### src/source/int_mul_unit.sv
`timescale 1ns/100ps
`default_nettype none

module int_mul_unit #(
  parameter int MUL_STAGES = 2
) (
  input wire clk,
  input wire reset_n,
  input wire start,
  input wire is_signed,
  input wire [31:0] a,
  input wire [31:0] b,
  output logic [63:0] product,
  output logic done
);

  logic [63:0] stage_q [MUL_STAGES];
  logic [MUL_STAGES-1:0] valid_q;
  logic signed [65:0] full_product;

  // 33-bit operands cover both signed and unsigned forms
  assign full_product = $signed({is_signed & a[31], a}) * $signed({is_signed & b[31], b});

  always_ff @(posedge clk or negedge reset_n) begin
    if (!reset_n) begin
      valid_q <= '0;
    end else begin
      valid_q[0] <= start;
      for (int i = 1; i < MUL_STAGES; i++) begin
        valid_q[i] <= valid_q[i-1];
      end
    end
  end

  // a stage only moves with its valid, so the last one holds
  always_ff @(posedge clk) begin
    if (start) begin
      stage_q[0] <= full_product[63:0];
    end
    for (int i = 1; i < MUL_STAGES; i++) begin
      if (valid_q[i-1]) begin
        stage_q[i] <= stage_q[i-1];
      end
    end
  end

  assign product = stage_q[MUL_STAGES-1];
  assign done = valid_q[MUL_STAGES-1];

  a_done_latency: assert property (@(posedge clk) disable iff (!reset_n)
    start |-> ##MUL_STAGES done);

endmodule

`default_nettype wire

### config.mk
export PLATFORM = sky130hd
export DESIGN_NAME = int_mul_unit
export DESIGN_NICKNAME = d
export VERILOG_FILES = /design/src/source/int_mul_unit.sv
export SDC_FILE = /design/constraint.sdc
export NUM_CORES = 2
export LEC_CHECK = 0
export BUFFER_PORTS_ARGS = -buffer_cell sky130_fd_sc_hd__buf_2
export CORE_MARGIN = 5
export CORE_UTILIZATION = 30
export CTS_BUF_LIST = sky130_fd_sc_hd__clkbuf_8
export CTS_CLUSTER_DIAMETER = 100
export DETAILED_ROUTE_END_ITERATION = 16
export REMOVE_ABC_BUFFERS = 1
export SYNTH_ARGS = -nofsm -noshare
export SYNTH_HDL_FRONTEND = slang
export SYNTH_SLANG_ARGS = --single-unit
export TNS_END_PERCENT = 50
### constraint.sdc
create_clock -name clk -period 2.45 [get_ports clk]
set_input_delay 0.1225 -clock clk [delete_from_list [all_inputs] [get_ports clk]]
set_output_delay 0.1225 -clock clk [all_outputs]
set_load 0.02 [all_outputs]
==> Word level (Yosys, flattened, before mapping) <==
Memory sizes are Yosys's and may differ from the RTL's.
Index checks and enable logic that the tools add are counted.
{ "totals": {"register_bits": 2, "mem_bits_rw": 128, "mem_count": 1, "inputBits": 68} }
{ "memory_table": {"columns": ["memory", "words", "word_bits", "read_ports", "rd_ports_with_merged_regs", "write_ports", "line_no", "source"], "rows": [
  ["stage_q", 2, 64, 2, 0, 2, "17", "logic [63:0] stage_q [MUL_STAGES];"]
]} }
{ "classes": {"n_bitwise": 2, "muxes": 4, "mul": 1} }
{ "op_table": {"columns": ["operator", "n"], "rows": [
  ["multiplier 33 x 33 -> 64 bit", 1],
  ["2-to-1 mux 1 bit", 4],
  ["bitwise AND 1 bit", 2]
]} }

==> Longest topological paths before layout <==
{ "depth": {"word_depth": 2, "mapped_depth": 29, "depth_no_buf": 27} }

==> Least setup slack after synthesis <==
OpenSTA, ideal clock, no wires.
{ "synth_timing": {"path_type": "input to register", "startpoint": "input is_signed", "endpoint": "memory stage_q[0][63], data pin", "stages": 25, "t_arrival_ps": 7551, "t_required_ps": 2179, "path_slack_ps": -5372, "cell_sequence": "clkbuf_1 clkbuf_1 and3_1 fa_1 fa_1 fa_1 inv_1 fa_1 inv_1 fa_1 fa_1 inv_1 fa_1 fa_1 inv_1 ha_1 clkbuf_1 and2_1 and3_1 nand2_1 or3_1 o21a_1 a21oi_1 a311o_1 o211ai_1"} }
{ "synth_rtl": {"columns": ["element", "line_no", "source"], "rows": [
  ["start: declaration", "10", "input wire is_signed,"],
  ["end: declaration", "17", null]
]} }

==> metrics.txt <==
outcome complete, but fails checks; failing checks negative setup slack; Final Skew 26.4 ps; R2R Setup Slk 1270 ps; root buffer cell clkbuf_8; R2R depth 1; via count 30074; HP Class input port to register; HPWL Detailed 98200 um; total of max-cap violations 0; Vias/cell 4.52; Die H 385 um; register area share after synthesis 9.24%; RSZ-0062 raised after global routing true; hold wc startpoint start; post-synthesis async set-or-reset flop share 1.54%; delay-heaviest family, CP adder cells; grt total ovfl 0; core area 140000 um2; CTS tree yes; Hold EP stage_q[0][55]; worst hold slack 163 ps; fin crit period 6960 ps; Syn Area/Cell 9.71 um2; CP bufs+invs 7; Critical Path Most Common Cell fa_1; Yosys top cell area share 53.5%; gp weighted congestion 0.875; CTS clk-pin slew, worst paths 80 ps; Tot GR Track Use 15.7%; Area growth syn-to-layout 21.9%; Rows 137; area leader, netlist fa_1; antenna violations before repair 3; average wire per standard cell 17.0 um; cts bufs inserted 17; Clock Path Buffers 2; endpoints failing hold 0; hold depth 1; Slowest-stage cell, CP fa_1; Final setup violation count 60; Mapped Cells 4337; Worst Path Arrival 7170 ps; r2r startpoint valid_q[0]; nets 6167; Detail Route Antenna Nets 0; largest net degree at the start of global routing 36; Setup WS post-layout -4510 ps; Die Wd 385 um; FF-to-FF End stage_q[0][100]; yosys warns 0; number of synthesized register bits 130; top post-synthesis cells by area fa_1 (53%), inv_1 (9.8%), edfxtp_1 (9.1%); Slew headroom 64.0%; Buffers on Ports 132; DR pass1 iterations 5; # DRC 0; Worst Setup End Kind register; library cells used by synthesis 60; Ports 133; Final Core Density 36.8%; vias in the first global route 33367; CP peak stage delay 530 ps; startpoint types input port; Tcrit/Tclk final 284%; Clk Latency, worst-skew pair 500 ps; count of pins over their slew limit 0; mapped cell area 42100 um2; Post-synth EDFFs 128; Finished Cell Area 51300 um2; Worst-Margin Slew 540 ps; Max Fanout on Critical Path 7; Worst Path Class, Setup input port to register; Max Clk Rate 144 MHz; H-tree depth 4; top post-synthesis cells by count fa_1 (1125), inv_1 (1098), nand2_1 (725); area post-placement 47600 um2; count leader, synth fa_1; proportion of layout cells with a drive suffix above 1 20.7%; Starting Density 30.2%; Synth Flop Type edfxtp_1; filler instances 13931; Num Clock Sinks 130; Die Area 148000 um2; CP required 2660 ps; drt initial violations 1828; first-pass GRT wire length 183000 um; final WL 113000 um
## state kept, by name, summed over array words and instances, names as in the netlist
signal,cells
valid_q,2
stage_q,128
## cells by family after synthesis
family,Yosys count,share of synthesized area (%)
and+or+nand+nor,1233,13.6
adders and majority gates,1337,59.8
xor gates and xnor gates,73,1.52
muxes,1,0.0238
buffers and inverters,1376,12.8
DFF,130,9.24
AOI/OAI and AO/OA,187,2.96
## routing by layer
layer / part of all wire, % / track usage [%]
met3: 5.9 / 1.80
met5: 0.012 / 0
met1: 41 / 20.8
met2: 51 / 27.7
met4: 2.1 / 3.22
## cell type report
type                    instances  area [um2]  area share, %
repair buffers                684        6330           12.3
inverters                    1098        4130           8.04
well taps                    1876        2350           4.57
clock inverters                14         163          0.317
flip-flops and latches        130        3890           7.59
clock buffers                  18         248          0.483
diodes                          1        2.50        0.00487
multi-input cells            2831       34200           66.7
## cell usage in the layout (no fill, tap or decap), drive strengths merged, types with 3 or more instances in the layout
| cell type | instances |
|---|---|
| nor2 | 51 |
| nand2 | 725 |
| a221oi | 4 |
| a21oi | 61 |
| a211oi | 6 |
| clkinv | 4 |
| and3 | 29 |
| a21o | 30 |
| fa | 1125 |
| o211ai | 11 |
| bufinv | 3 |
| or3 | 7 |
| o311ai | 4 |
| ha | 212 |
| o21ai | 26 |
| o21a | 5 |
| or2 | 12 |
| nand4 | 5 |
| clkbuf | 22 |
| nor2b | 4 |
| xor2 | 20 |
| and2 | 360 |
| nand2b | 6 |
| o21bai | 9 |
| buf | 677 |
| edfxtp | 128 |
| nor3 | 14 |
| xnor2 | 53 |
| inv | 1103 |
| a21boi | 4 |
| a31oi | 9 |
| nand3 | 15 |
## timing repair
| item | CTS | global route |
|---|---|---|
| endpoints found under the hold margin | 2 | 0 |
| hold buffers | 2 | 0 |
| resized for setup | 440 | 149 |
| pin swaps | 129 | 115 |
| buffers inserted | 68 | 20 |
| gates cloned | 2 | 1 |
| setup endpoints to repair | 60 | 60 |
## how the worst max path moves through the flow
| stage | start | end | slack [ps] | depth (start not counted) |
|---|---|---|---|---|
| 4_1_cts | b[1] | stage_q[0][51] | -4380 | 27 |
| 3_5_place_dp | is_signed | stage_q[0][63] | -5320 | 25 |
| 3_3_place_gp | is_signed | stage_q[0][63] | -5260 | 25 |
| 2_1_floorplan | is_signed | stage_q[0][63] | -5130 | 24 |
| 6_report | b[0] | stage_q[0][50] | -4510 | 26 |
| 5_1_grt | a[22] | stage_q[0][50] | -4670 | 26 |
## stage by stage
| step | setup TNS, ps | std cells | setup slack, ps |
|---|---|---|---|
| 2_1_floorplan | -215520 | 4059 | -5130 |
| 6_report | -213070 | 6652 | -4510 |
| 3_3_place_gp | -259750 | 6530 | -5260 |
| 3_5_place_dp | -262250 | 6530 | -5320 |
| 4_1_cts | -208660 | 6633 | -4380 |
| 5_1_grt | -221400 | 6651 | -4670 |
Power is left out: the tool's default activity adds up to more than one toggle a clock period on the data nets, which glitch-free logic cannot reach.
