$ cat config.mk
export PLATFORM = sky130hd
export DESIGN_NAME = register_file
export DESIGN_NICKNAME = d
export VERILOG_FILES = /design/src/source/register_file.sv
export SDC_FILE = /design/constraint.sdc
export NUM_CORES = 2
export LEC_CHECK = 0
export ABC_CLOCK_PERIOD_IN_PS = 2340
export BUFFER_PORTS_ARGS = -buffer_cell sky130_fd_sc_hd__buf_2
export CAP_MARGIN = 40
export CORE_MARGIN = 1
export CORE_UTILIZATION = 40
export DETAILED_ROUTE_END_ITERATION = 7
export PLACE_DENSITY_LB_ADDON = 0.1
export SLEW_MARGIN = 10
export SYNTH_ARGS = -nofsm -noshare
export SYNTH_HDL_FRONTEND = slang
export SYNTH_SLANG_ARGS = --single-unit
$ cat constraint.sdc
create_clock -name clk -period 2.34 [get_ports clk]
set_clock_uncertainty 0.1 [all_clocks]
set_input_delay 0.117 -clock clk [delete_from_list [all_inputs] [get_ports clk]]
set_output_delay 0.117 -clock clk [all_outputs]
set_load 0.05 [all_outputs]
$ cat src/source/register_file.sv
`timescale 1ns/100ps
`default_nettype none

module register_file (
  input wire clk,
  input wire reset_n,
  input wire [4:0] raddr1,
  input wire [4:0] raddr2,
  input wire [4:0] waddr,
  input wire [31:0] wdata,
  input wire wen,
  output logic [31:0] rdata1,
  output logic [31:0] rdata2
);

  logic [31:0] regs [32];

  always_ff @(posedge clk or negedge reset_n) begin
    if (!reset_n) begin
      for (int i = 0; i < 32; i++) begin
        regs[i] <= '0;
      end
    end else if (wen && (waddr != 5'd0)) begin
      regs[waddr] <= wdata;
    end
  end

  // r0 is hardwired
  assign rdata1 = (raddr1 == 5'd0) ? 32'd0 : regs[raddr1];
  assign rdata2 = (raddr2 == 5'd0) ? 32'd0 : regs[raddr2];

endmodule

`default_nettype wire

After elaboration in Yosys (flattened, before gate mapping)
Cells that the tools add are included.
- muxes and demuxes: 11
- magnitude comparators: 4
- reduce and logical (&&, ||, !) cells: 5
- bitwise logic cells: 3
- operator list (operator ; number):
    bitwise mux 1024 bit ; 1
    binary-select mux 32 bit (select 5 bit) ; 2
    2-to-1 mux 32 bit ; 7
    demux 32 bit (select 5 bit) ; 1
    >= comparator 6 bit, second input constant ; 3
    NOT 5 -> 6 bit ; 3
    logical NOT 5 bit ; 2
    less-than comparator 6 x 1 -> 1 bit, second input constant ; 1
    nonzero test 5 bit ; 1
    logical AND 1 bit ; 2
- flip-flop bits (word level): 1024
- output and inout port bits: 64
- bits of input ports: 50
- logic and storage cells: 55

Logic depth before layout (Yosys ltp)
- word-level depth: 6
- depth in mapped cells: 7
- gate-level depth less buffers: 4

Worst setup path after synthesis
Ideal clock, no wire load.
- path type: input to output
- start: input port raddr1[0]
- end: output port rdata1[14]
- buffers on the path: 4
- stages on the path: 7
- arrival time: 2.479 ns
- required time: 2.123 ns
- path slack: -0.356 ns
- cells stage by stage: buf_2 inv_1 buf_2 buf_2 clkbuf_1 o2111ai_1 a311oi_1
- longest elaborated chain between the ends: 5
- elaborated cells between the ends (all ways): 6
- those cells by class: 4 x mux; 1 x bitwise; 1 x reduce/logical
- ends and longest elaborated chain (element ; RTL line ; text):
    start, declared ; 7 ; input wire [4:0] raddr1,
    NOT 5 -> 6 bit (implied by the code) ; 29 ; assign rdata1 = (raddr1 == 5'd0) ? 32'd0 : regs[raddr1];
    binary-select mux 32 bit (select 5 bit) ; 29 ;
    2-to-1 mux 32 bit (implied by the code) (2 in a row) ; 29 ;
    2-to-1 mux 32 bit * ; 29 ;
    end, declared ; 12 ; output logic [31:0] rdata1,
Mark *: on every way between the ends. The rest lies on a longest branch, timed or not. The select of a mux whose other input is x is not followed.

Worst setup path in the final report
- start: register regs[912] (netlist name)
- end: output port rdata1[16]
- longest elaborated chain between the ends: 4
- ends and longest elaborated chain (element ; RTL line ; text):
    start, declared ; 16 ; logic [31:0] regs [32];
    start signal, assigned by index ; 24 ; regs[waddr] <= wdata;
    binary-select mux 32 bit (select 5 bit) ; 29 ;
    2-to-1 mux 32 bit (implied by the code) (2 in a row) ; 29 ;
    2-to-1 mux 32 bit ; 29 ;
Every way passes these cells. The select of a mux whose other input is x is not followed.

==> flow_metrics.tcl <==
set metrics [dict create \
    grt_pass1_vias 39600 \
    final_cell_area_um2 68000 \
    totalWireLength_um 205000 \
    failed_checks "negative setup slack" \
    numCtsBuffers 119 \
    syn-mean-instance-area_um2 15.0 \
    place_congestion 0.847 \
    dpl.hpwl_um 130000 \
    syn-num-nets 3671 \
    wl_per_cell_um 35.6 \
    min_path_cells 5 \
    slowest_stage "mux4_2" \
    via_per_inst 6.44 \
    area_delta_synth_final_pct 25.1 \
    die_area_um2 137000 \
    leakage_nw 29.0 \
    synthCells 3621 \
    grt.total_usage 0.302 \
    worst_setup_path_start_kind "register" \
    io_buffers 113 \
    layout.nets 3935 \
    final_common_cell "dfrtp_1" \
    crit_fanout 3 \
    fin_crit_sh 1.18 \
    drv_cap 0 \
    grt_remaining_overflow 0 \
    slew_headroom 0.493 \
    total_power_w 0.0568 \
    ys_warn_count 0 \
    multi_input_area_um2 29200 \
    cp.arrival_ps 2550 \
    seqCellArea_um2 25600 \
    rsz0062_at_grt "true" \
    antenna_found_initial 9 \
    first_pass_iters 5 \
    final_cell_mix "1,024 x dfrtp_1, 1,007 x mux2_2, 448 x mux4_2" \
    period_needed_ps 2770 \
    cpPeakStageDelay_ps 470 \
    cts_root_buf "clkbuf_16" \
    ioPinCount 114 \
    use_met2 0.463 \
    ys_seq_elements 1024 \
    outcome "finished, violations left" \
    yosys.cell_types.count 35 \
    core_area_um2 134000 \
    tightest_slew_ps 761 \
    grt_util_met3 0.0588 \
    worstSetupPathDepth 6 \
    worst-path-buf-inv 2 \
    critPathKind "reg2out" \
    crit_required_ps 2120 \
    met1_usage 0.420 \
    vdd_ir_drop_max_mv 0.686 \
    tns_ps -16520 \
    largest_register_ffs 1024 \
    num_vias 37000 \
    powerDensity_nw_per_um2 834 \
    tritoncts "done" \
    top_regs "regs: 1024 flops" \
    clk_latency_ps 760 \
    ys_seq_area_frac 0.471 \
    crit_family "multiplexers" \
    grt_pass1_wl_um 296000 \
    fp.dieH_um 371 \
    drive_above_1_share 0.641 \
    fp.dieW_um 371 \
    h-tree-depth 3 \
    finalHoldViolCount 0 \
    cts_buffer_depth 3 \
    fill_cells 11100 \
    synth_area_um2 54400 \
    fmax_mhz 361 \
    regMostFlops "regs" \
    crit_chain "mux4_2 > nor2b_4 > a211oi_4 > a311oi_2 > buf_4 > buf_12" \
    fin_util 0.507 \
    drv_slew 0 \
    ant_nets 0 \
    initial_core_util 0.405 \
    rows 134 \
    drc 0 \
    min_path_type "in2reg" \
    drt-initial-drc-count 3226 \
    setup_viol 64 \
    clk_pin_slew_worst_paths_ps 60 \
    reg2reg_depth 2 \
    place_area_um2 61600 \
    top_usage_layer "met2" \
    grt_max_degree 99 \
    crit_path_end_kind "output port" \
    clkSinkCount 1024 \
    fin_ws_ps -430 \
]
-- final cells by class --
cell class / instances / share of cell area
Antenna cell: 3 / 0.000110
Clock buffer: 170 / 0.0519
Clock inverter: 48 / 0.00877
Inverter: 2 / 0.000184
Multi-Input combinational cell: 2163 / 0.430
Sequential cell: 1024 / 0.377
Tap cell: 1768 / 0.0325
Timing Repair Buffer: 575 / 0.100
-- worst register-to-register path: cells and delay by family (launching register included) --
kind	cells	cell delay, ps
multiplexers	1	260
flip-flops	1	400
buffers and inverters	1	140
-- timing repair --
action,in CTS,in global routing
setup endpoints to repair,64,64
gates resized for setup,327,105
buffers inserted,7,14
cloned,0,0
pin swaps,94,63
hold endpoints to repair,1990,0
hold buffers,36,0
-- logic make-up (layout without fill, tap and decap cells) --
kind of cell,count (synthesis),in the layout,share of synthesized area
muxes,1632,1632,0.428
DFF,1024,1024,0.471
buffers and inverters,434,795,0.0363
AOI/OAI and AO/OA,366,366,0.0484
and+or+nand+nor,165,165,0.0161
other,0,3,0
-- stage by stage --
step | hold WS (ps) | instances | worst slack (ps)
after floorplan | -279 | 3621 | 140
after global placement | 20.6 | 5487 | -260
after detailed placement | 29.2 | 5489 | -244
after CTS | 35.5 | 5738 | -429
after global routing | 88.2 | 5750 | -476
final | 94.6 | 5753 | -430
-- path summary, 6_finish.rpt --
check,startpoint,end,slack [ps]
setup reg to reg,regs[949]$_DFFE_PN0P_,regs[949]$_DFFE_PN0P_,1330
hold reg to reg,regs[1023]$_DFFE_PN0P_,regs[1023]$_DFFE_PN0P_,290
min in group asynchronous,reset_n,regs[961]$_DFFE_PN0P_,180
max in group asynchronous,reset_n,regs[476]$_DFFE_PN0P_,1360
hold / removal,waddr[3],regs[563]$_DFFE_PN0P_,90
setup / recovery,regs[912]$_DFFE_PN0P_,rdata1[16],-430
-- power by group --
group | switching [W] | internal (W)
Clock | 0.00792 | 0.0117
Sequential | 0.00259 | 0.0211
Combinational | 0.00574 | 0.00776
-- synth_stat cells (all sizes together) --
master	instances	area share
mux2	1056	0.22
dfrtp	1024	0.47
mux4	448	0.19
clkbuf	225	0.016
buf	207	0.021
mux2i	128	0.024
o21ai	110	0.010
nor2b	71	0.0082
a211oi	64	0.0088
a22oi	64	0.0088
a311oi	64	0.010
nand2	49	0.0034
a221oi	46	0.0074
nor2	19	0.0013
o2111ai	18	0.0029
nand2b	5	0.00058
nand4b	3	0.00048
nor3	3	0.00028
or3	3	0.00035
and2	2	0.00023
inv	2	0.00014
nor3b	2	0.00028
or2	2	0.00023
or4	2	0.00028
and3	1	0.00012
nand3	1	0.000092
nand4	1	0.00012
nor4	1	0.00023
-- layer usage --
layer	up-vias	wire length, µm	part of all wire
li1	14600	-	-
met4	8	8690	0.042
met2	1576	93800	0.46
met3	448	14600	0.071
met5	-	50	0.00024
met1	20400	87500	0.43
No activity file was read; power rests on OpenSTA's default activity.
