File: config.mk
export PLATFORM = sky130hd
export DESIGN_NAME = bus_lanes
export DESIGN_NICKNAME = d
export VERILOG_FILES = /design/src/source/cpu_pkg.sv /design/src/source/bus_lanes.sv
export SDC_FILE = /design/constraint.sdc
export NUM_CORES = 1
export LEC_CHECK = 0
export BUFFER_PORTS_ARGS = -buffer_cell sky130_fd_sc_hd__clkbuf_2
export CAP_MARGIN = 15
export CORE_UTILIZATION = 37
export DETAILED_ROUTE_END_ITERATION = 10
export PLACE_DENSITY = 0.85
export SYNTH_ARGS = -nofsm -noshare
export SYNTH_HDL_FRONTEND = slang
export SYNTH_SLANG_ARGS = --single-unit
File: constraint.sdc
create_clock -name vclk -period 3.5
set_input_delay 0.875 -clock vclk [all_inputs]
set_output_delay 0.875 -clock vclk [all_outputs]
set_load 0.01 [all_outputs]
File: src/source/cpu_pkg.sv
`default_nettype none

package cpu_pkg;

  // 31:28 op, 27:25 func, 24:20 ra, 19:15 rb, 14:10 rc, 15:0 imm16
  typedef enum logic [3:0] {
    OP_ALU    = 4'h0,  // rc = ra func rb
    OP_ALUI   = 4'h1,  // ra = ra func sext(imm16)
    OP_LDI    = 4'h2,  // ra = sext(imm16), flags untouched
    OP_MUL    = 4'h3,  // {rc+1, rc} = ra * rb, func[0] set for signed
    OP_LOAD   = 4'h4,  // ra = mem[rb]
    OP_STORE  = 4'h5,  // mem[rb] = ra
    OP_BRANCH = 4'h6,  // func holds a cond_t
    OP_JR     = 4'h7,  // pc = ra
    OP_HALT   = 4'h8
  } op_t;

  typedef enum logic [2:0] {
    ALU_ADD, ALU_SUB, ALU_AND, ALU_OR, ALU_XOR, ALU_SLL, ALU_SRL, ALU_SRA
  } alu_func_t;

  // load/store func: [1:0] size, [2] sign-extend on load
  typedef enum logic [1:0] {
    SIZE_WORD = 2'd0,
    SIZE_HALF = 2'd1,
    SIZE_BYTE = 2'd2
  } mem_size_t;

  typedef enum logic [2:0] {
    COND_ALWAYS, COND_EQ, COND_NE, COND_LT, COND_LTU, COND_GE
  } cond_t;

  typedef enum logic [2:0] {
    S_FETCH, S_DECODE, S_EXECUTE, S_MUL_WAIT, S_MEM_ADDR, S_MEM_ACCESS, S_WRITEBACK, S_HALTED
  } ctrl_state_t;

  typedef enum logic [1:0] {PC_HOLD, PC_INC, PC_ALU, PC_REG} pc_sel_t;
  typedef enum logic [1:0] {MDR_HOLD, MDR_STORE, MDR_LOAD} mdr_sel_t;
  typedef enum logic [1:0] {REG_ALU, REG_MDR, REG_MUL_LO, REG_MUL_HI} reg_sel_t;
  typedef enum logic {A1_REG, A1_PC} alu1_sel_t;
  typedef enum logic [1:0] {A2_REG, A2_IMM, A2_BOFF} alu2_sel_t;

  typedef struct packed {
    logic z;
    logic n;
    logic c;  // borrow after sub
    logic v;
  } ccr_t;

  typedef struct packed {
    op_t       op;
    alu_func_t func;
    logic [4:0] ra;
    logic [4:0] rb;
    logic [4:0] rc;
    logic [9:0] lo;  // low part of imm16
  } instr_t;

  typedef struct packed {
    pc_sel_t    pc_sel;
    logic       mar_sel;
    mdr_sel_t   mdr_sel;
    reg_sel_t   reg_sel;
    alu1_sel_t  alu1_sel;
    alu2_sel_t  alu2_sel;
    alu_func_t  alu_func;
    logic       reg_write;
    logic [4:0] raddr1;
    logic [4:0] raddr2;
    logic [4:0] waddr;
    logic       ir_write;
    logic       ccr_write;
    logic       addr_sel;  // 1 selects mar onto the bus
    logic       mul_start;
    logic       mul_signed;
    mem_size_t  mem_size;
    logic       load_signed;
  } ctrl_t;

  // imm16 overlaps rb[0], rc and lo
  function automatic logic [15:0] imm16(instr_t i);
    return {i.rb[0], i.rc, i.lo};
  endfunction

endpackage

`default_nettype wire

File: src/source/bus_lanes.sv
`timescale 1ns/100ps
`default_nettype none

module bus_lanes import cpu_pkg::*; (
  input wire mem_size_t size,
  input wire load_signed,
  input wire [1:0] addr_low,
  input wire [31:0] store_data,
  input wire [31:0] readdata,
  output logic [31:0] writedata,
  output logic [31:0] load_data,
  output logic [3:0] byteenable
);

  logic [7:0] load_byte;
  logic [15:0] load_half;

  assign load_byte = readdata[8*addr_low +: 8];
  assign load_half = addr_low[1] ? readdata[31:16] : readdata[15:0];

  always_comb begin
    case (size)
      SIZE_HALF: begin
        byteenable = addr_low[1] ? 4'b1100 : 4'b0011;
        writedata = addr_low[1] ? {store_data[15:0], 16'h0000} : {16'h0000, store_data[15:0]};
        load_data = {{16{load_signed & load_half[15]}}, load_half};
      end
      SIZE_BYTE: begin
        byteenable = 4'b0001 << addr_low;
        writedata = {24'h000000, store_data[7:0]} << (8 * addr_low);  // unused lanes zero
        load_data = {{24{load_signed & load_byte[7]}}, load_byte};
      end
      default: begin
        byteenable = 4'b1111;
        writedata = store_data;
        load_data = readdata;
      end
    endcase
  end

endmodule

`default_nettype wire

Word level (Yosys, flattened, before mapping):

Cells that the tools add are included.

* shift-type cells: 3
* equality and inequality tests: 2
* multiplexer cells: 6
* bitwise logic cells: 2

Operator list (number)
* $pmux W32 S2: 2
* $mux W32: 1
* $shiftx A32 B6 Y8: 1
* $shl A8 B5 Y32: 1
* $mux W16: 1
* $pmux W4 S2: 1
* $mux W4: 1
* $shl A1 B2 Y4 const A: 1
* $and A1 B1 Y1: 2
* $eq A2 B1 Y1 const B: 1
* $eq A2 B2 Y1 const B: 1

* input bits: 69
* logic and storage cells: 13
* register bits after elaboration: 0
* output and inout bits: 68

Depth between registers and ports, before layout:

* word-level depth: 3
* gate-level depth with buffers: 8

Worst setup path before layout:

OpenSTA, ideal clock, no wires.

* kind: input-to-output
* from: in size[0]
* to: out load_data[19]
* data arrival time: 2.200 ns
* stages: 8
* path slack: 0.425 ns
* required time: 2.625 ns
* cell sequence: inv_1 -> ha_1 -> buf_6 -> or2b_4 -> nor3_2 -> a31oi_4 -> buf_6 -> o21ai_0

* longest elaborated chain between the ends: 2
* elaborated cells between the ends (all ways): 3
* classes of those cells: 2 x eq/ne; 1 x mux

RTL lines
* from (decl): RTL line bus_lanes.sv:5 `input wire mem_size_t size,`
* $eq A2 B2 Y1 or $eq A2 B1 Y1 (tied branches): RTL line bus_lanes.sv:22 `case (size)`
* $pmux W32 S2 (*): RTL line bus_lanes.sv:22
* to (decl): RTL line bus_lanes.sv:11 `output logic [31:0] load_data,`

Every way passes the cells marked *; elsewhere a longest branch is shown, timed or not.

Final worst setup path:

* from: in size[0]
* to: out load_data[23]

The elaborated chain is that of the path after synthesis.

==> flow_metrics.env <==
export IMPL_max_cap_viol_count=0
export IMPL_die_area_mm2=0.003649
export IMPL_grt_pass1_vias=1520
export IMPL_synth_cell_type_count=36
export IMPL_rows=20
export IMPL_fill_cells=320
export IMPL_syn_area_mm2=0.001262
export IMPL_first_pass_iters=4
export IMPL_slew_viol_final=0
export IMPL_grt_total_usage_pct=21.88
export IMPL_portBuffers=137
export IMPL_hold_slack_ns=2.049
export IMPL_finalSetupViolations=0
export IMPL_power_frac_clock_pct=0
export IMPL_synth_nets=252
export IMPL_worstPathArrival_ns=2.46
export IMPL_die_h_um=60.41
export IMPL_place_inst=351
export IMPL_whs_endpoint="writedata[27]"
export IMPL_gp_congestion=0.7951
export IMPL_syn_to_final_growth_pct=53.22
export IMPL_leakage_nw=1.086
export IMPL_path_cells="clkbuf_2 -> inv_1 -> ha_1 -> or2b_4 -> nor2_1 -> a31oi_4 -> o21ai_0 -> clkbuf_2"
export IMPL_endpoint_kind="output port"
export IMPL_hold_violations=0
export IMPL_post_route_util_pct=61.35
export IMPL_required_ns=2.62
export IMPL_grt_antenna_before_repair=0
export IMPL_fmax_mhz=299.6
export IMPL_seqPwrFrac_pct=0
export IMPL_syn_inst=181
export IMPL_core_area_mm2=0.003153
export IMPL_cts_resized=0
export IMPL_finalNonFillerCells=351
export IMPL_postCtsHoldBufs=0
export IMPL_hpwl_um=3483
export IMPL_wl_um=4353
export IMPL_grt_pass1_wl_um=6348
export IMPL_slew_headroom_pct=59.36
export IMPL_status="finished clean"
export IMPL_vias=1838
export IMPL_hold_depth=4
export IMPL_crit_path_max_fanout=24
export IMPL_ys_warn_count=0
export IMPL_cpMaxStageDelayCell="a31oi_4"
export IMPL_antenna_left=0
export IMPL_post_cts_buffers=0
export IMPL_pre_cts_slack_ns=0.1426
export IMPL_fin_crit_ns=3.338
export IMPL_cp_start_kind="input pin"
export IMPL_ios=137
export IMPL_gr_total_overflow=0
export IMPL_start_util_pct=40.04
export IMPL_via_per_inst=5.236
export IMPL_hp_class="in2out"
export IMPL_ir_drop_v=0.0001009
export IMPL_synth_area_per_cell_um2=6.975
export IMPL_grt_max_degree=50
export IMPL_drive_gt1_share_pct=55.70
export IMPL_drc_errors=0
export IMPL_tightest_slew_ns=0.6096
export IMPL_multi_input_area_mm2=0.001126
export IMPL_pwr_share_comb_pct=100.0
export IMPL_die_w_um=60.41
export IMPL_drt_iter0_drc=90
export IMPL_path_class="in2out"
export IMPL_powerDensity_mw_per_mm2=184.3
export IMPL_seq_cells=0
export IMPL_p_int_uw=166.1
export IMPL_antenna_cells=0
export IMPL_setup_tns_ns=0
export IMPL_p_sw_share_pct=53.39
export IMPL_wl_per_cell_um=12.40
export IMPL_yosysSeqAreaShare_pct=0
export IMPL_min_from="store_data[27]"
export IMPL_p_sw_uw=190.3
export IMPL_nClkBuffers=0
export IMPL_worst_slack_ns=0.1623
export IMPL_ff_latch_area_um2=0
export IMPL_cp_common_cell="clkbuf_2"
export IMPL_slowest_delay_ns=0.54
export IMPL_rsz0062_at_grt="false"
export IMPL_fin_crit_sh_pct=95.36
export IMPL_fin_nets=380
## synthesized netlist by cell type, types with 3 or more instances
master	number	area share (%)
a221o_2	5	4.5
a21oi_1	8	3.2
inv_1	3	0.89
a21o_1	8	4.8
nor2b_1	24	12
and2_2	7	4.2
buf_4	3	1.8
nand2_1	18	5.4
buf_2	4	1.6
buf_6	5	4.5
and2_1	3	1.5
a22o_1	16	11
clkbuf_1	6	1.8
nor2_1	9	2.7
o21ai_0	20	7.9
a22oi_1	15	8.9
## placed cells by master (no fill, tap or decap), types with 3 or more instances in the layout
cell type / instances
a22oi_1: 15
and2_1: 3
clkbuf_2: 137
nand2_1: 18
inv_1: 3
a21oi_1: 8
buf_4: 7
a22o_1: 16
nor2b_1: 24
a221o_2: 5
a21o_1: 8
and2_2: 7
o21ai_0: 20
nor2_1: 9
## metal layers
metal	wire (µm)	vias to the layer above	track usage (%)
met3	327	0	1.279
met1	1833	818	25.29
met4	0	0	0
met5	0	-	0
li1	-	927	-
met2	2192	93	45.84
## power by group through the flow
stage / clock network, mW / registers [mW] / logic [mW]
detailed placement: 0 / 0 / 0.358
finish: 0 / 0 / 0.356
global placement: 0 / 0 / 0.353
floorplan: 0 / 0 / 0.214
global route: 0 / 0 / 0.393
CTS: 0 / 0 / 0.359
## logic make-up after synthesis
kind of cell,after synthesis,synth area share [%]
and+or+nand+nor,68,31.32
muxes,3,2.874
AOI/OAI and AO/OA,86,53.02
buffers and inverters,22,10.80
adders and majority gates,2,1.982
## worst max path at each step
stage	startpoint	to	slack, ns	cells past startpoint
6_report	size[0]	load_data[23]	0.16	8
5_1_grt	size[0]	load_data[19]	0.006	8
4_1_cts	size[0]	load_data[23]	0.14	8
3_5_place_dp	size[0]	load_data[23]	0.14	8
3_3_place_gp	size[0]	load_data[18]	0.21	8
2_1_floorplan	size[0]	load_data[19]	0.43	8
## through the flow
step           total power, mW  instance area (µm²)
2_1_floorplan           0.2138                 1262
3_3_place_gp            0.3535                 1934
3_5_place_dp            0.3581                 1934
4_1_cts                 0.3590                 1934
5_1_grt                 0.3934                 1934
6_report                0.3564                 1934
## worst max-delay path: cells and delay by family
kind	cells	cell delay, ns
adders and majority gates	1	0.23
AOI/OAI and AO/OA	2	0.74
buffers and inverters	3	0.30
and+or+nand+nor	2	0.32
## cell type report
| class | instances | area share, % |
|---|---|---|
| Timing Repair Buffer | 144 | 38.16 |
| Tap cell | 44 | 2.846 |
| Multi-Input combinational cell | 159 | 58.21 |
| Inverter | 4 | 0.7762 |
No activity file was read; power rests on OpenSTA's default activity.
