===== config.mk =====
export PLATFORM = sky130hd
export DESIGN_NAME = cpu_alu
export DESIGN_NICKNAME = d
export VERILOG_FILES = /design/src/source/cpu_pkg.sv /design/src/source/cpu_alu.sv
export SDC_FILE = /design/constraint.sdc
export NUM_CORES = 1
export LEC_CHECK = 0
export ABC_AREA = 1
export BUFFER_PORTS_ARGS = -buffer_cell sky130_fd_sc_hd__buf_2
export CAP_MARGIN = 20
export CORE_MARGIN = 2
export CORE_UTILIZATION = 50
export DETAILED_ROUTE_END_ITERATION = 12
export PLACE_DENSITY_LB_ADDON = 0.1
export SYNTH_ARGS = -nofsm -noshare
export SYNTH_HDL_FRONTEND = slang
export SYNTH_SLANG_ARGS = --single-unit

===== constraint.sdc =====
create_clock -name vclk -period 3.8
set_clock_uncertainty 0.15 [all_clocks]
set_input_delay 0.19 -clock vclk [all_inputs]
set_output_delay 0.19 -clock vclk [all_outputs]
set_load 0.05 [all_outputs]

===== src/source/cpu_pkg.sv =====
`default_nettype none

package cpu_pkg;

  // 31:28 op, 27:25 func, 24:20 ra, 19:15 rb, 14:10 rc, 15:0 imm16
  typedef enum logic [3:0] {
    OP_ALU    = 4'h0,  // rc = ra func rb
    OP_ALUI   = 4'h1,  // ra = ra func sext(imm16)
    OP_LDI    = 4'h2,  // ra = sext(imm16), flags untouched
    OP_MUL    = 4'h3,  // {rc+1, rc} = ra * rb, func[0] set for signed
    OP_LOAD   = 4'h4,  // ra = mem[rb]
    OP_STORE  = 4'h5,  // mem[rb] = ra
    OP_BRANCH = 4'h6,  // func holds a cond_t
    OP_JR     = 4'h7,  // pc = ra
    OP_HALT   = 4'h8
  } op_t;

  typedef enum logic [2:0] {
    ALU_ADD, ALU_SUB, ALU_AND, ALU_OR, ALU_XOR, ALU_SLL, ALU_SRL, ALU_SRA
  } alu_func_t;

  // load/store func: [1:0] size, [2] sign-extend on load
  typedef enum logic [1:0] {
    SIZE_WORD = 2'd0,
    SIZE_HALF = 2'd1,
    SIZE_BYTE = 2'd2
  } mem_size_t;

  typedef enum logic [2:0] {
    COND_ALWAYS, COND_EQ, COND_NE, COND_LT, COND_LTU, COND_GE
  } cond_t;

  typedef enum logic [2:0] {
    S_FETCH, S_DECODE, S_EXECUTE, S_MUL_WAIT, S_MEM_ADDR, S_MEM_ACCESS, S_WRITEBACK, S_HALTED
  } ctrl_state_t;

  typedef enum logic [1:0] {PC_HOLD, PC_INC, PC_ALU, PC_REG} pc_sel_t;
  typedef enum logic [1:0] {MDR_HOLD, MDR_STORE, MDR_LOAD} mdr_sel_t;
  typedef enum logic [1:0] {REG_ALU, REG_MDR, REG_MUL_LO, REG_MUL_HI} reg_sel_t;
  typedef enum logic {A1_REG, A1_PC} alu1_sel_t;
  typedef enum logic [1:0] {A2_REG, A2_IMM, A2_BOFF} alu2_sel_t;

  typedef struct packed {
    logic z;
    logic n;
    logic c;  // borrow after sub
    logic v;
  } ccr_t;

  typedef struct packed {
    op_t       op;
    alu_func_t func;
    logic [4:0] ra;
    logic [4:0] rb;
    logic [4:0] rc;
    logic [9:0] lo;  // low part of imm16
  } instr_t;

  typedef struct packed {
    pc_sel_t    pc_sel;
    logic       mar_sel;
    mdr_sel_t   mdr_sel;
    reg_sel_t   reg_sel;
    alu1_sel_t  alu1_sel;
    alu2_sel_t  alu2_sel;
    alu_func_t  alu_func;
    logic       reg_write;
    logic [4:0] raddr1;
    logic [4:0] raddr2;
    logic [4:0] waddr;
    logic       ir_write;
    logic       ccr_write;
    logic       addr_sel;  // 1 selects mar onto the bus
    logic       mul_start;
    logic       mul_signed;
    mem_size_t  mem_size;
    logic       load_signed;
  } ctrl_t;

  // imm16 overlaps rb[0], rc and lo
  function automatic logic [15:0] imm16(instr_t i);
    return {i.rb[0], i.rc, i.lo};
  endfunction

endpackage

`default_nettype wire


===== src/source/cpu_alu.sv =====
`timescale 1ns/100ps
`default_nettype none

module cpu_alu import cpu_pkg::*; (
  input wire [31:0] in1,
  input wire [31:0] in2,
  input wire alu_func_t func,
  output logic [31:0] result,
  output ccr_t flags
);

  logic [32:0] sum, diff;

  assign sum = {1'b0, in1} + {1'b0, in2};
  assign diff = {1'b0, in1} - {1'b0, in2};

  always_comb begin
    result = '0;
    flags.c = 1'b0;
    flags.v = 1'b0;
    case (func)
      ALU_ADD: begin
        result = sum[31:0];
        flags.c = sum[32];
        flags.v = (in1[31] == in2[31]) && (sum[31] != in1[31]);
      end
      ALU_SUB: begin
        result = diff[31:0];
        flags.c = diff[32];  // borrow, in1 < in2 unsigned
        flags.v = (in1[31] != in2[31]) && (diff[31] != in1[31]);
      end
      ALU_AND: result = in1 & in2;
      ALU_OR: result = in1 | in2;
      ALU_XOR: result = in1 ^ in2;
      ALU_SLL: result = in1 << in2[4:0];
      ALU_SRL: result = in1 >> in2[4:0];
      ALU_SRA: result = $signed(in1) >>> in2[4:0];
      default: result = '0;
    endcase
    flags.z = (result == 32'd0);
    flags.n = result[31];
  end

endmodule

`default_nettype wire


---- Word level (Yosys, flattened, before mapping) ----
Index checks and enable logic that the tools add are counted.
word-level totals
  flip-flop bits (word level) ............. 0
  input port bits ......................... 67
  output and inout port bits .............. 36
operators by class
  $add $sub $neg .......................... 2
  equal/unequal tests ..................... 11
  shift-type cells ........................ 3
  muxes and demuxes ....................... 2
  bitwise logic cells ..................... 3
  reduce and logical (&&, ||, !) cells .... 4
operators by type and width
  operator            number
  $pmux 32 s8         1
  $add 32x32->33      1
  $sub 32x32->33      1
  $and 32x32->32      1
  $logic_not 32->1    1
  $or 32x32->32       1
  $shl 32x5->32       1
  $shr 32x5->32       1
  $sshr 32x5->32      1
  $xor 32x32->32      1
  $eq 3x3->1 const B  4
  $eq 3x2->1 const B  2
  $pmux 2 s2          1
  $eq 3x1->1 const B  1
  $logic_not 3->1     1
  $ne 1x1->1          3
  $logic_and 1x1->1   2
  $eq 1x1->1          1

---- Logic depth before layout (Yosys ltp) ----
  word-level depth ........................ 4
  gate-level depth with buffers ........... 24
  gate-level depth less buffers ........... 21

---- Least setup slack after synthesis ----
OpenSTA, ideal clock, no wires.
  path type ............................... input to output
  start ................................... input port in2[2]
  end ..................................... output port flags[0] in the netlist's numbering
  arrival ................................. 3.723 ns
  slack ................................... -0.263 ns
  cell stages on the path ................. 18
  path through ............................ buf_2 -> inv_2 -> clkbuf_1 -> buf_2 -> ha_1 -> inv_1 -> nand2_1 -> nand2_1 -> inv_1 -> nand2_1 -> nand2_1 -> nand2_1 -> nand2_1 -> nand2_1 -> nand2_1 -> nand2_1 -> nor2_1 -> o41ai_1
RTL lines
  element          line          text
  start, declared  cpu_alu.sv:6  input wire [31:0] in2,
  end, declared    cpu_alu.sv:9  output ccr_t flags

==> impl_summary.log <==
INFO  metric crit_path_max_incr_delay = 0.41 ns
INFO  metric floorplan.die.height = 147 µm
INFO  metric max_slew_margin = 37.5%
INFO  metric share_of_power_burned_in_combinational_logic = 100.0%
INFO  metric distinct_cells_synth = 41
INFO  metric ir_drop = 0.119 mV
INFO  metric worst-endpoint-required = 3.46 ns
INFO  metric min-delay-start = in1[31]
INFO  metric groute.usage.overall = 45.5%
INFO  metric dr.pass1.iters = 6
INFO  metric dieWidth = 147 µm
INFO  metric p_int = 520 µW
INFO  metric routed_via_density = 6.04
INFO  metric crit_slowest_cell = fa_1
INFO  metric syn-num-nets = 2320
INFO  metric crit_fanout = 4
INFO  metric post_route_cells_drive_above_1_share = 8.31%
INFO  metric placeableCoreArea = 0.0202 mm²
INFO  metric num-clock-buffers = 0
INFO  metric final_net_count = 2371
INFO  metric synth_top_area_share = 27.7%
INFO  metric post_synthesis_cell_count = 2154
INFO  metric power.share.sequential = 0%
INFO  metric final_cells = 2473
INFO  metric pwr-share-clk = 0%
INFO  metric final-hold-violation-count = 0
INFO  metric synthTopCellsByArea = nand2_1 28%, nand3_1 21%, ha_1 12%, inv_1 11%, nor2_1 6.6%
INFO  metric cap_viol_max_count = 0
INFO  metric syn2layout_area_growth = 7.49%
INFO  metric start_util = 50.8%
INFO  metric crit_path_cell_trace = buf_2 > inv_1 > ha_1 > inv_1 > fa_1 > nand2_1 > nand2_1 > nand3_1 > nand2_1 > nand2_1 > nand2_1 > nand2_1 > nand3_1 > nand3_1 > nand4_1 > nor2_1 > nand2_1 > nor2_1 > nand2_1 > nor2_2 > buf_2
INFO  metric power_density = 177 mW/mm²
INFO  metric timing.hold.worst.class = input port to primary output
INFO  metric post_synth.cell_area_avg = 4.76 µm²
INFO  metric overflow = 0
INFO  metric fraction_of_power_spent_switching_nets = 73.3%
INFO  metric instance_count_after_placement_with_tap_cells_included = 2473
INFO  metric dieArea = 0.0217 mm²
INFO  metric placement_rows = 52
INFO  metric start_kind = input port
INFO  metric cell_area_after_synthesis = 0.0103 mm²
INFO  metric most-common-layout-cells = 756 x nand2_1, 438 x nand3_1, 299 x inv_1, 180 x nor2_1, 103 x buf_2
INFO  metric fin_tns_setup = 0 ns
INFO  metric first_pass_grt_wire_length = 76400 µm
INFO  metric final_sequential_cell_count = 0
INFO  metric grt_start_max_net_pins = 70
INFO  metric dp.final_hpwl = 42000 µm
INFO  metric tightestPinTransition = 0.935 ns
INFO  metric average_routed_wire_per_standard_cell = 20.6 µm
INFO  metric hold_buffers = 0
INFO  metric crit_top_cell = nand2_1
INFO  metric netSwitchingPower = 1.43 mW
INFO  metric detail_route.drc_violations = 0
INFO  metric rsz0062_at_grt = no
INFO  metric antenna_violating_nets_post_route = 0
INFO  metric max_clock_freq = 269 MHz
INFO  metric min_period = 3.72 ns
INFO  metric yosys.area.top_type = nand2_1
INFO  metric total_leakage_power = 6.53 nW
INFO  metric antenna_violations_before_repair = 2
INFO  metric status = complete, no violations
INFO  metric boundaryPins = 103
INFO  metric worst_setup_path_category = input port to primary output
INFO  metric ys_seq_area_share = 0%
INFO  metric n_antenna_cell = 0
INFO  metric detailroute.via_count = 14926
INFO  metric endpoint_kind = primary output
INFO  metric gpl.final_weighted_congestion = 1.14
INFO  metric grt_pass1_vias = 13481
INFO  metric postRouteWirelength = 51000 µm
INFO  metric cp_data_arrival_time = 3.38 ns
INFO  metric regArea = 0 µm²
INFO  metric num-fill-cells = 2358
INFO  metric synthesis.yosys.warnings = 0
INFO  metric final_common_cell = nand2_1
INFO  metric setup_viol_count_final = 0
INFO  metric layout_worst_path_cycle_share = 98.0%
INFO  metric detail_route.iter0.violations = 1822
INFO  metric final-max-slew-violation-count = 0
INFO  metric numPortBuffers = 103
INFO  metric timing.critical_path.from = in1[0]
==> kinds of logic (layout without fill, tap and decap cells) <==
kind of cell	Yosys count	in the layout	share of synthesized area (%)
xor+xnor	14	14	1.20
buf+inv	414	463	16.2
simple gates	1464	1464	61.2
fa+ha+maj	99	99	12.2
compound gates	163	163	9.25
==> layout make-up <==
| type | instances | area [µm²] | share of cell area [%] |
|---|---|---|---|
| inverters | 314 | 1180 | 10.7 |
| repair buffers | 149 | 886 | 8.04 |
| multi-input cells | 1740 | 8620 | 78.2 |
| well taps | 270 | 338 | 3.06 |
==> routing by layer <==
metal	share of wire, %	GRT usage [%]	vias to the layer above
met5	0.033	0	-
met4	6.2	20.4	2
met2	42	70.3	1081
li1	-	-	6980
met3	12	8.54	220
met1	40	61.5	6643
==> final timing paths <==
kind                   end  slack [ns]  depth (start not counted)
setup / recovery  flags[3]        0.08                         21
hold / removal    flags[0]        0.93                          4
==> stage by stage <==
step	utilization (%)	hold slack (ns)	worst slack [ns]	total power [mW]	instance area, µm²
floorplan	-	0.561	0.0289	1.28	10300
global placement	54.6	0.913	0.262	1.85	11000
detailed placement	54.6	0.900	0.297	1.86	11000
CTS	54.6	0.903	0.289	1.87	11000
global route	54.7	0.943	0.0341	2.08	11000
finish	54.7	0.930	0.0760	1.95	11000
==> cell usage after synthesis, types with 14 or more instances <==
library cell  count
nand4_1          29
o21ai_0          34
nor2_1          181
xor2_1           14
nor3_1           18
a21oi_1          70
nand2_1         756
inv_1           299
ha_1             97
clkbuf_1         27
nand3_1         438
buf_2            53
==> critical path, delay by kind of cell <==
family / cells / cell delay [ns]
and+or+nand+nor: 15 / 2.03
buffers and inverters: 4 / 0.59
adders and majority gates: 2 / 0.57
==> power groups by stage <==
stage | sequential, mW | combinational [mW] | clock (mW)
after floorplan | 0 | 1.28 | 0
after global placement | 0 | 1.85 | 0
after detailed placement | 0 | 1.86 | 0
after CTS | 0 | 1.87 | 0
after global routing | 0 | 2.08 | 0
final | 0 | 1.95 | 0
==> timing repair <==
action / 4_1_cts / 5_1_grt
resized for setup: 0 / 3
buffers inserted: 0 / 0
setup endpoints to repair: 0 / 1
Note: power is estimated with default switching activity, not from simulation.
