## config.mk

```make
export PLATFORM = sky130hd
export DESIGN_NAME = cpu_control
export DESIGN_NICKNAME = d
export VERILOG_FILES = /design/src/source/cpu_pkg.sv /design/src/source/cpu_control.sv
export SDC_FILE = /design/constraint.sdc
export NUM_CORES = 1
export LEC_CHECK = 0
export BUFFER_PORTS_ARGS = -buffer_cell sky130_fd_sc_hd__buf_2
export CAP_MARGIN = 0
export CORE_MARGIN = 1
export CORE_UTILIZATION = 30
export CTS_BUF_LIST = sky130_fd_sc_hd__clkbuf_8 sky130_fd_sc_hd__clkbuf_16
export CTS_CLUSTER_SIZE = 24
export DETAILED_ROUTE_END_ITERATION = 10
export GPL_TIMING_DRIVEN = 0
export PLACE_DENSITY = 0.73
export SLEW_MARGIN = 20
export SYNTH_ARGS = -nofsm -noshare
export SYNTH_HDL_FRONTEND = slang
export SYNTH_SLANG_ARGS = --single-unit
```

## constraint.sdc

```tcl
create_clock -name clk -period 2.95 [get_ports clk]
set_clock_uncertainty 0.1 [all_clocks]
set_input_delay 0 -clock clk [delete_from_list [all_inputs] [get_ports clk]]
set_output_delay 0 -clock clk [all_outputs]
set_load 0.01 [all_outputs]
```

## src/source/cpu_pkg.sv

```systemverilog
`default_nettype none

package cpu_pkg;

  // 31:28 op, 27:25 func, 24:20 ra, 19:15 rb, 14:10 rc, 15:0 imm16
  typedef enum logic [3:0] {
    OP_ALU    = 4'h0,  // rc = ra func rb
    OP_ALUI   = 4'h1,  // ra = ra func sext(imm16)
    OP_LDI    = 4'h2,  // ra = sext(imm16), flags untouched
    OP_MUL    = 4'h3,  // {rc+1, rc} = ra * rb, func[0] set for signed
    OP_LOAD   = 4'h4,  // ra = mem[rb]
    OP_STORE  = 4'h5,  // mem[rb] = ra
    OP_BRANCH = 4'h6,  // func holds a cond_t
    OP_JR     = 4'h7,  // pc = ra
    OP_HALT   = 4'h8
  } op_t;

  typedef enum logic [2:0] {
    ALU_ADD, ALU_SUB, ALU_AND, ALU_OR, ALU_XOR, ALU_SLL, ALU_SRL, ALU_SRA
  } alu_func_t;

  // load/store func: [1:0] size, [2] sign-extend on load
  typedef enum logic [1:0] {
    SIZE_WORD = 2'd0,
    SIZE_HALF = 2'd1,
    SIZE_BYTE = 2'd2
  } mem_size_t;

  typedef enum logic [2:0] {
    COND_ALWAYS, COND_EQ, COND_NE, COND_LT, COND_LTU, COND_GE
  } cond_t;

  typedef enum logic [2:0] {
    S_FETCH, S_DECODE, S_EXECUTE, S_MUL_WAIT, S_MEM_ADDR, S_MEM_ACCESS, S_WRITEBACK, S_HALTED
  } ctrl_state_t;

  typedef enum logic [1:0] {PC_HOLD, PC_INC, PC_ALU, PC_REG} pc_sel_t;
  typedef enum logic [1:0] {MDR_HOLD, MDR_STORE, MDR_LOAD} mdr_sel_t;
  typedef enum logic [1:0] {REG_ALU, REG_MDR, REG_MUL_LO, REG_MUL_HI} reg_sel_t;
  typedef enum logic {A1_REG, A1_PC} alu1_sel_t;
  typedef enum logic [1:0] {A2_REG, A2_IMM, A2_BOFF} alu2_sel_t;

  typedef struct packed {
    logic z;
    logic n;
    logic c;  // borrow after sub
    logic v;
  } ccr_t;

  typedef struct packed {
    op_t       op;
    alu_func_t func;
    logic [4:0] ra;
    logic [4:0] rb;
    logic [4:0] rc;
    logic [9:0] lo;  // low part of imm16
  } instr_t;

  typedef struct packed {
    pc_sel_t    pc_sel;
    logic       mar_sel;
    mdr_sel_t   mdr_sel;
    reg_sel_t   reg_sel;
    alu1_sel_t  alu1_sel;
    alu2_sel_t  alu2_sel;
    alu_func_t  alu_func;
    logic       reg_write;
    logic [4:0] raddr1;
    logic [4:0] raddr2;
    logic [4:0] waddr;
    logic       ir_write;
    logic       ccr_write;
    logic       addr_sel;  // 1 selects mar onto the bus
    logic       mul_start;
    logic       mul_signed;
    mem_size_t  mem_size;
    logic       load_signed;
  } ctrl_t;

  // imm16 overlaps rb[0], rc and lo
  function automatic logic [15:0] imm16(instr_t i);
    return {i.rb[0], i.rc, i.lo};
  endfunction

endpackage

`default_nettype wire

```

## src/source/cpu_control.sv

```systemverilog
`timescale 1ns/100ps
`default_nettype none

module cpu_control import cpu_pkg::*; #(
  parameter int MUL_STAGES = 2
) (
  input wire clk,
  input wire reset_n,
  input wire instr_t ir,
  input wire ccr_t ccr,
  input wire waitrequest,
  input wire mul_done,
  input wire [1:0] addr_low,
  output ctrl_t ctrl,
  output logic read,
  output logic write,
  output logic halt
);

  ctrl_state_t state, state_next;
  logic [2:0] fbits;
  logic xfer_done, is_load, taken;

  assign fbits = ir.func;
  assign is_load = (ir.op == OP_LOAD);
  assign xfer_done = (read | write) & ~waitrequest;

  always_comb begin
    case (cond_t'(ir.func))
      COND_ALWAYS: taken = 1'b1;
      COND_EQ: taken = ccr.z;
      COND_NE: taken = ~ccr.z;
      COND_LT: taken = ccr.n ^ ccr.v;
      COND_LTU: taken = ccr.c;
      COND_GE: taken = ~(ccr.n ^ ccr.v);
      default: taken = 1'b0;
    endcase
  end

  always_comb begin
    ctrl = '0;
    ctrl.raddr1 = ir.ra;
    ctrl.raddr2 = ir.rb;
    ctrl.alu_func = ir.func;
    state_next = state;
    case (state)
      S_FETCH: begin
        if (xfer_done) begin
          ctrl.ir_write = 1'b1;
          ctrl.pc_sel = PC_INC;
          state_next = S_DECODE;
        end
      end
      S_DECODE: begin
        case (ir.op)
          OP_ALU, OP_ALUI, OP_LDI, OP_MUL, OP_BRANCH, OP_JR: state_next = S_EXECUTE;
          OP_LOAD, OP_STORE: state_next = S_MEM_ADDR;
          default: state_next = S_HALTED;  // halt and unused opcodes
        endcase
      end
      S_EXECUTE: begin
        state_next = S_WRITEBACK;
        case (ir.op)
          OP_ALU: ctrl.ccr_write = 1'b1;
          OP_ALUI: begin
            ctrl.alu2_sel = A2_IMM;
            ctrl.ccr_write = 1'b1;
          end
          OP_LDI: begin
            ctrl.raddr1 = 5'd0;  // r0 + imm
            ctrl.alu2_sel = A2_IMM;
            ctrl.alu_func = ALU_ADD;
          end
          OP_MUL: begin
            ctrl.mul_start = 1'b1;
            ctrl.mul_signed = fbits[0];
            state_next = S_MUL_WAIT;
          end
          OP_BRANCH: begin
            ctrl.alu1_sel = A1_PC;
            ctrl.alu2_sel = A2_BOFF;
            ctrl.alu_func = ALU_ADD;
            if (taken) begin
              ctrl.pc_sel = PC_ALU;
            end
            state_next = S_FETCH;
          end
          default: begin
            ctrl.pc_sel = PC_REG;  // jump register
            state_next = S_FETCH;
          end
        endcase
      end
      S_MUL_WAIT: begin
        if (mul_done) begin
          ctrl.reg_write = 1'b1;
          ctrl.reg_sel = REG_MUL_LO;
          ctrl.waddr = ir.rc;
          state_next = S_WRITEBACK;
        end
      end
      S_MEM_ADDR: begin
        ctrl.mar_sel = 1'b1;
        if (!is_load) begin
          ctrl.mdr_sel = MDR_STORE;
        end
        state_next = S_MEM_ACCESS;
      end
      S_MEM_ACCESS: begin
        ctrl.addr_sel = 1'b1;
        ctrl.mem_size = mem_size_t'(fbits[1:0]);
        ctrl.load_signed = fbits[2];
        if (xfer_done) begin
          if (is_load) begin
            ctrl.mdr_sel = MDR_LOAD;
            state_next = S_WRITEBACK;
          end else begin
            state_next = S_FETCH;
          end
        end
      end
      S_WRITEBACK: begin
        ctrl.reg_write = 1'b1;
        state_next = S_FETCH;
        case (ir.op)
          OP_ALU: ctrl.waddr = ir.rc;
          OP_MUL: begin
            ctrl.reg_sel = REG_MUL_HI;
            ctrl.waddr = ir.rc + 5'd1;
            ctrl.reg_write = (ir.rc != 5'd31);  // no pair above r31
          end
          OP_LOAD: begin
            ctrl.reg_sel = REG_MDR;
            ctrl.waddr = ir.ra;
          end
          default: ctrl.waddr = ir.ra;
        endcase
      end
      default: state_next = S_HALTED;
    endcase
  end

  // strobes come from the next state so they are clean registers
  always_ff @(posedge clk or negedge reset_n) begin
    if (!reset_n) begin
      state <= S_FETCH;
      read <= 1'b0;
      write <= 1'b0;
      halt <= 1'b0;
    end else begin
      state <= state_next;
      read <= (state_next == S_FETCH) || ((state_next == S_MEM_ACCESS) && is_load);
      write <= (state_next == S_MEM_ACCESS) && !is_load;
      halt <= (state_next == S_HALTED);
    end
  end

  a_strobe_excl: assert property (@(posedge clk) disable iff (!reset_n)
    !(read && write));

  a_aligned: assert property (@(posedge clk) disable iff (!reset_n)
    (read || write) |-> (ctrl.mem_size != SIZE_WORD || addr_low == 2'b00) &&
                        (ctrl.mem_size != SIZE_HALF || !addr_low[0]));

  // product lands while still parked in the wait state
  a_mul_wait: assert property (@(posedge clk) disable iff (!reset_n)
    ctrl.mul_start |-> ##MUL_STAGES (state == S_MUL_WAIT && mul_done));

endmodule

`default_nettype wire

```

* Word-level counts from Yosys, hierarchy flattened
Memories as Yosys holds them, arrays and structs flattened.
Index checks and enable logic that the tools add are counted.
** Word-level totals
- Register bits after elaboration :: 6
- Memory bits (read-only) :: 16
- Input port bits :: 42
- Output and inout bits :: 40
- Logic and storage cells :: 84
- Memories kept :: 1
** Operators by class
- Add/subtract/negate cells :: 1
- Equality and inequality tests :: 19
- Multiplexer cells :: 40
- Bitwise gates (word level) :: 6
- Reduce and logical (&&, ||, !) cells :: 13
** Memories
- (no name shown) :: words 8, width 2, read ports 1, clocked after Yosys merged registers in 0, wr ports 0, RTL line cpu_control.sv:55 : case (ir.op)
** Operator list (count)
- case mux 2 bit (2 select lines) :: 6
- equality test 3 bit, second input constant :: 7
- 2-to-1 mux 3 bit :: 7
- case mux 3 bit (7 select lines) :: 1
- case mux 5 bit (2 select lines) :: 2
- 2-to-1 mux 5 bit :: 3
- equality test 3 x 2 -> 1 bit, second input constant :: 4
- 2-to-1 mux 2 bit :: 6
- 2-to-1 mux 1 bit :: 11
- logical NOT 3 bit :: 3
- equality test 4 x 2 -> 1 bit, second input constant :: 2
- equality test 4 x 3 -> 1 bit, second input constant :: 2
- equality test 3 x 1 -> 1 bit, second input constant :: 2
- 2-to-1 mux 6 bit :: 1
- case mux 1 bit (6 select lines) :: 1
- case mux 3 bit (2 select lines) :: 1
- OR reduction 2 bit :: 3
- adder 5 x 1 -> 5 bit, second input constant :: 1
- inequality test 5 bit, second input constant :: 1
- equality test 4 x 1 -> 1 bit, second input constant :: 1
- logical NOT 4 bit :: 1
- OR reduction 4 bit :: 1
- inverter 1 bit :: 3
- OR reduction 3 bit :: 1
- other kinds (7) :: 8

* Logic depth before layout (Yosys ltp)
- Depth in word-level cells :: 7
- Depth in mapped cells :: 6
- Gate-level depth less buffers :: 6

* Least setup slack after synthesis
Ideal clock, no wire load.
- Kind :: reg-to-reg
- Start :: register state[1]
- End :: register read
- Setup time :: 0.118 ns
- Data arrival time :: 1.514 ns
- Data required time :: 2.732 ns
- Slack :: 1.217 ns
- Stages on the path, launching flop included :: 6
- Buffers on the path :: 0
- Period minus slack after synthesis :: 1.733 ns
- Path through :: dfrtp_1 > and3b_1 > clkinv_1 > nor3_2 > or2_1 > a2bb2o_4
** Between the ends
- Cells in the longest elaborated chain, start to end :: 5
- Elaborated cells between the ends (all ways) :: 15
- Classes of those cells :: 7 x eq/ne; 4 x mux; 4 x reduce/logical
** Ends and longest elaborated chain
- start: declaration :: RTL line cpu_control.sv:20 : ctrl_state_t state, state_next;
- start signal: assignment :: RTL line cpu_control.sv:151 : state <= state_next;
- equality test 3 bit (tied with other cells) :: RTL line cpu_control.sv:46 : case (state)
- case mux 3 bit (7 select lines) * :: RTL line cpu_control.sv:46
- via state_next[1] :: RTL line cpu_control.sv:20
- equality test 3 bit :: RTL line cpu_control.sv:152 : read <= (state_next == S_FETCH) || ((state_next == S_MEM_ACCESS) && is_load);
- logical AND 1 bit :: RTL line cpu_control.sv:152
- logical OR 1 bit * :: RTL line cpu_control.sv:152
- end signal: assignment :: RTL line cpu_control.sv:152
- end: declaration :: RTL line cpu_control.sv:15 : output logic read,
The timed path passes the listed nets; every way through them passes the cells marked *.

==> impl_results.md <==
- Synth top area share: between 10% and 20%
- Reg clk slew, reported paths: 0.04 ns
- Worst path bufs/invs: 2
- Internal power: 0.4872 mW
- Clk pwr share: between 10% and 20%
- Netlist cell types: 49
- EDFF count, synth: 0
- First-pass GRT wire length: 4174 µm
- FFs w/ async S/R, synth: 100.0%
- Average wire per standard cell: 10.83 µm
- Die area: 3442 µm²
- Slowest CP cell: dfrtp_1
- Initial DRC count: 34
- Post-synthesis adder-cell area fraction: 2.597%
- CP Class: register to output port
- Final setup TNS: 0 ns
- Most used flip-flop cell after synthesis: dfrtp_1
- WL final: 2598 µm
- CP delay by family, top: simple AND/OR/NAND/NOR gates
- Post_cts resized: 0
- Hpwl dp: 2121 µm
- Syn avg cell area: between 7 and 8 µm²
- Clock Path Buffers: 2
- N_diodes: 0
- DR DRC count: 0
- Synth area leader: dfrtp_1
- Largest net degree at the start of global routing: 11
- Leak Pwr: 0.7219 nW
- Synthesized instance count: 129
- Actual slew at the worst max-slew pin: 0.4524 ns
- Fin crit share: 70.93%
- Power density over cell area: 636.2 nW/µm²
- DIE WIDTH: 58.67 µm
- Complex-gate fraction of the synthesized area: 24.29%
- Initial antenna violation count: 0
- Worst vdd ir: between 400 and 500 µV
- Crit path max fanout: 10
- GPL Wtd Cong: just over 0.8
- Top post-synthesis cells by area: dfrtp_1, and2_1, nor3_1
- Hold Fails Final Rpt: 0
- Post-synthesis simple-gate area fraction: a little under half
- I/O pins: 82
- Post-DR vias/cell: 4.892
- Worst hold path type: input port to async pin
- Hold slack: 0.02347 ns
- H-tree depth: 1
- Final setup viols: 0
- Die Y: 58.67 µm
- Switching pwr: 0.3939 mW
- CTS tree: built
- Vias in the first global route: 980
- Starting Density: roughly a third
- CP max stage delay: 0.38 ns
- Share of cells above drive strength 1: between 40 and 50%
- Largest family of logic cells by synthesized area: simple AND/OR/NAND/NOR gates
- Syn. warnings: 0
- Post-synthesis mux area share: 1.169%
- Post-synthesis register bit count: 6
- Crit path launch type: register
- Total GRT Usage: 15.77%
- ANT nets after route: 0
- I/O Buffers: between 60 and 70
- Required time worst endpoint: 2.85 ns
- Seq/Total Area, Yosys: between 10% and 20%
- Top post-synthesis cells by count: nor2_1, and2_1, nand2_1, nor3_1, nor2b_1
- Tmin final: 2.092 ns
- Total CTS buffers: 3
- Detailed Routing Iterations Pass 1: 4
- Worst path arrival time: between 1.5 and 2 ns
- FP Rows: 20
- Worst Setup End Kind: output port
- Mapped Area: about 960 µm²
- Post-Syn Nets: 173
- Finished Cell Area: 1385 µm²
- Sequential Power Share: ~17%
- Root buffer cell: clkbuf_8
- CP cell instances: buf_2 > nor2b_1 > nand2_1 > nor3_1 > nand2_1 > o311ai_1 > buf_2
- Slew HR: between 60% and 70%
- Clk sink count: 6
- XOR/XNOR Fraction of Synth Area: 0.9091%
- Share of total power in combinational logic: between 60 and 70%
- Most common cell in the netlist: nor2_1
- Grt ovf: 0
- Run status: finished clean
- Switching part of the total: around 45%
- Area grow syn2layout: 43.77%
- Placed cell area: 1334 µm²
- Vias: 1,174
- Max Fclk: 477.9 MHz
- Max-cap violations: 0
- Core ar.: 3053 µm²
- Nets: 242
- Max Slew Vio Count: 0
- Clk_lat worst skew: 0.22 ns
- RSZ-0062 raised after global routing: no
## placed cells by master, fill, tap and decap left out, drive strengths merged, types with 2 or more instances in the layout
cell	netlist	layout
a21boi	3	3
clkbuf	1	4
dfrtp	6	6
a221oi	2	2
nor2b	7	7
and3	2	2
or4	2	2
and2	10	10
buf	9	72
nand2	9	9
ha	2	2
a21oi	5	5
nor4	3	3
o21bai	2	2
inv	6	6
a221o	2	2
nor2	11	11
nor3	10	10
nand3	3	3
o21ai	7	7
nand2b	6	6
nor3b	2	2
or2	3	3
## flip-flops by register name, summed over array words and instances, names as in the netlist
signal / count
state: 3
write: 1
read: 1
halt: 1
## metal layers
layer / GRT usage, % / vias up / share of wire (%)
met5: 0 / - / 0
met4: 7.143 / 0 / 1.7
met3: 2.418 / 5 / 5.4
met2: 26.77 / 39 / 47
met1: 19.68 / 534 / 46
li1: - / 596 / -
## cell type report
| type | instances | area, µm² |
|---|---|---|
| fillers | 344 | 1668 |
| multi-input cells | 106 | 725.7 |
| repair buffers | 64 | 325.3 |
| flip-flops and latches | 6 | 150.1 |
| plain buffers | 10 | 61.31 |
| well taps | 44 | 55.05 |
| clock buffers | 3 | 41.29 |
| inverters | 7 | 26.28 |
## power by group through the flow
stage          sequential, mW  combinational, mW  clock (mW)
3_5_place_dp            0.148              0.613           0
6_report                0.148              0.611       0.122
3_3_place_gp            0.148              0.608           0
2_1_floorplan           0.150              0.439           0
4_1_cts                 0.148              0.615       0.124
5_1_grt                 0.154              0.678       0.132
## logic make-up after synthesis
logic type               after synthesis
buffers and inverters                 17
multiplexers                           1
flip-flops                             6
XOR/XNOR                               1
adder cells (fa/ha/maj)                2
AO/OA/AOI/OAI                         29
AND/OR/NAND/NOR                       73
## path summary, 6_finish.rpt
| kind | from | end | slack [ns] | cells after the start |
|---|---|---|---|---|
| worst max register to register | state[1] | write | 1.12 | 5 |
| worst min register to register | state[0] | state[0] | 0.69 | 4 |
| worst max-delay path | state[2] | ctrl[11] | 0.86 | 7 |
| worst min-delay path | reset_n | read | 0.02 | 2 |
| min in group clk | ir[19] | ctrl[17] | 0.08 | 2 |
| max in group asynchronous | reset_n | state[1] | 2.59 | 2 |
## through the flow
stage | instances | worst slack [ns] | util, % | power [mW]
after floorplan | 129 | 1.217 | - | 0.5886
after global placement | 236 | 1.075 | 43.69 | 0.7561
after detailed placement | 236 | 1.082 | 43.69 | 0.7612
after CTS | 240 | 0.8361 | 45.37 | 0.8878
after global routing | 240 | 0.6513 | 45.37 | 0.9652
final | 240 | 0.8577 | 45.37 | 0.8811
## timing repair
| action | 4_1_cts | 5_1_grt |
|---|---|---|
| hold buffers | 1 | 0 |
| setup buffers | 0 | 0 |
| hold endpoints to repair | 6 | 0 |
(Power assumes the default switching activity.)
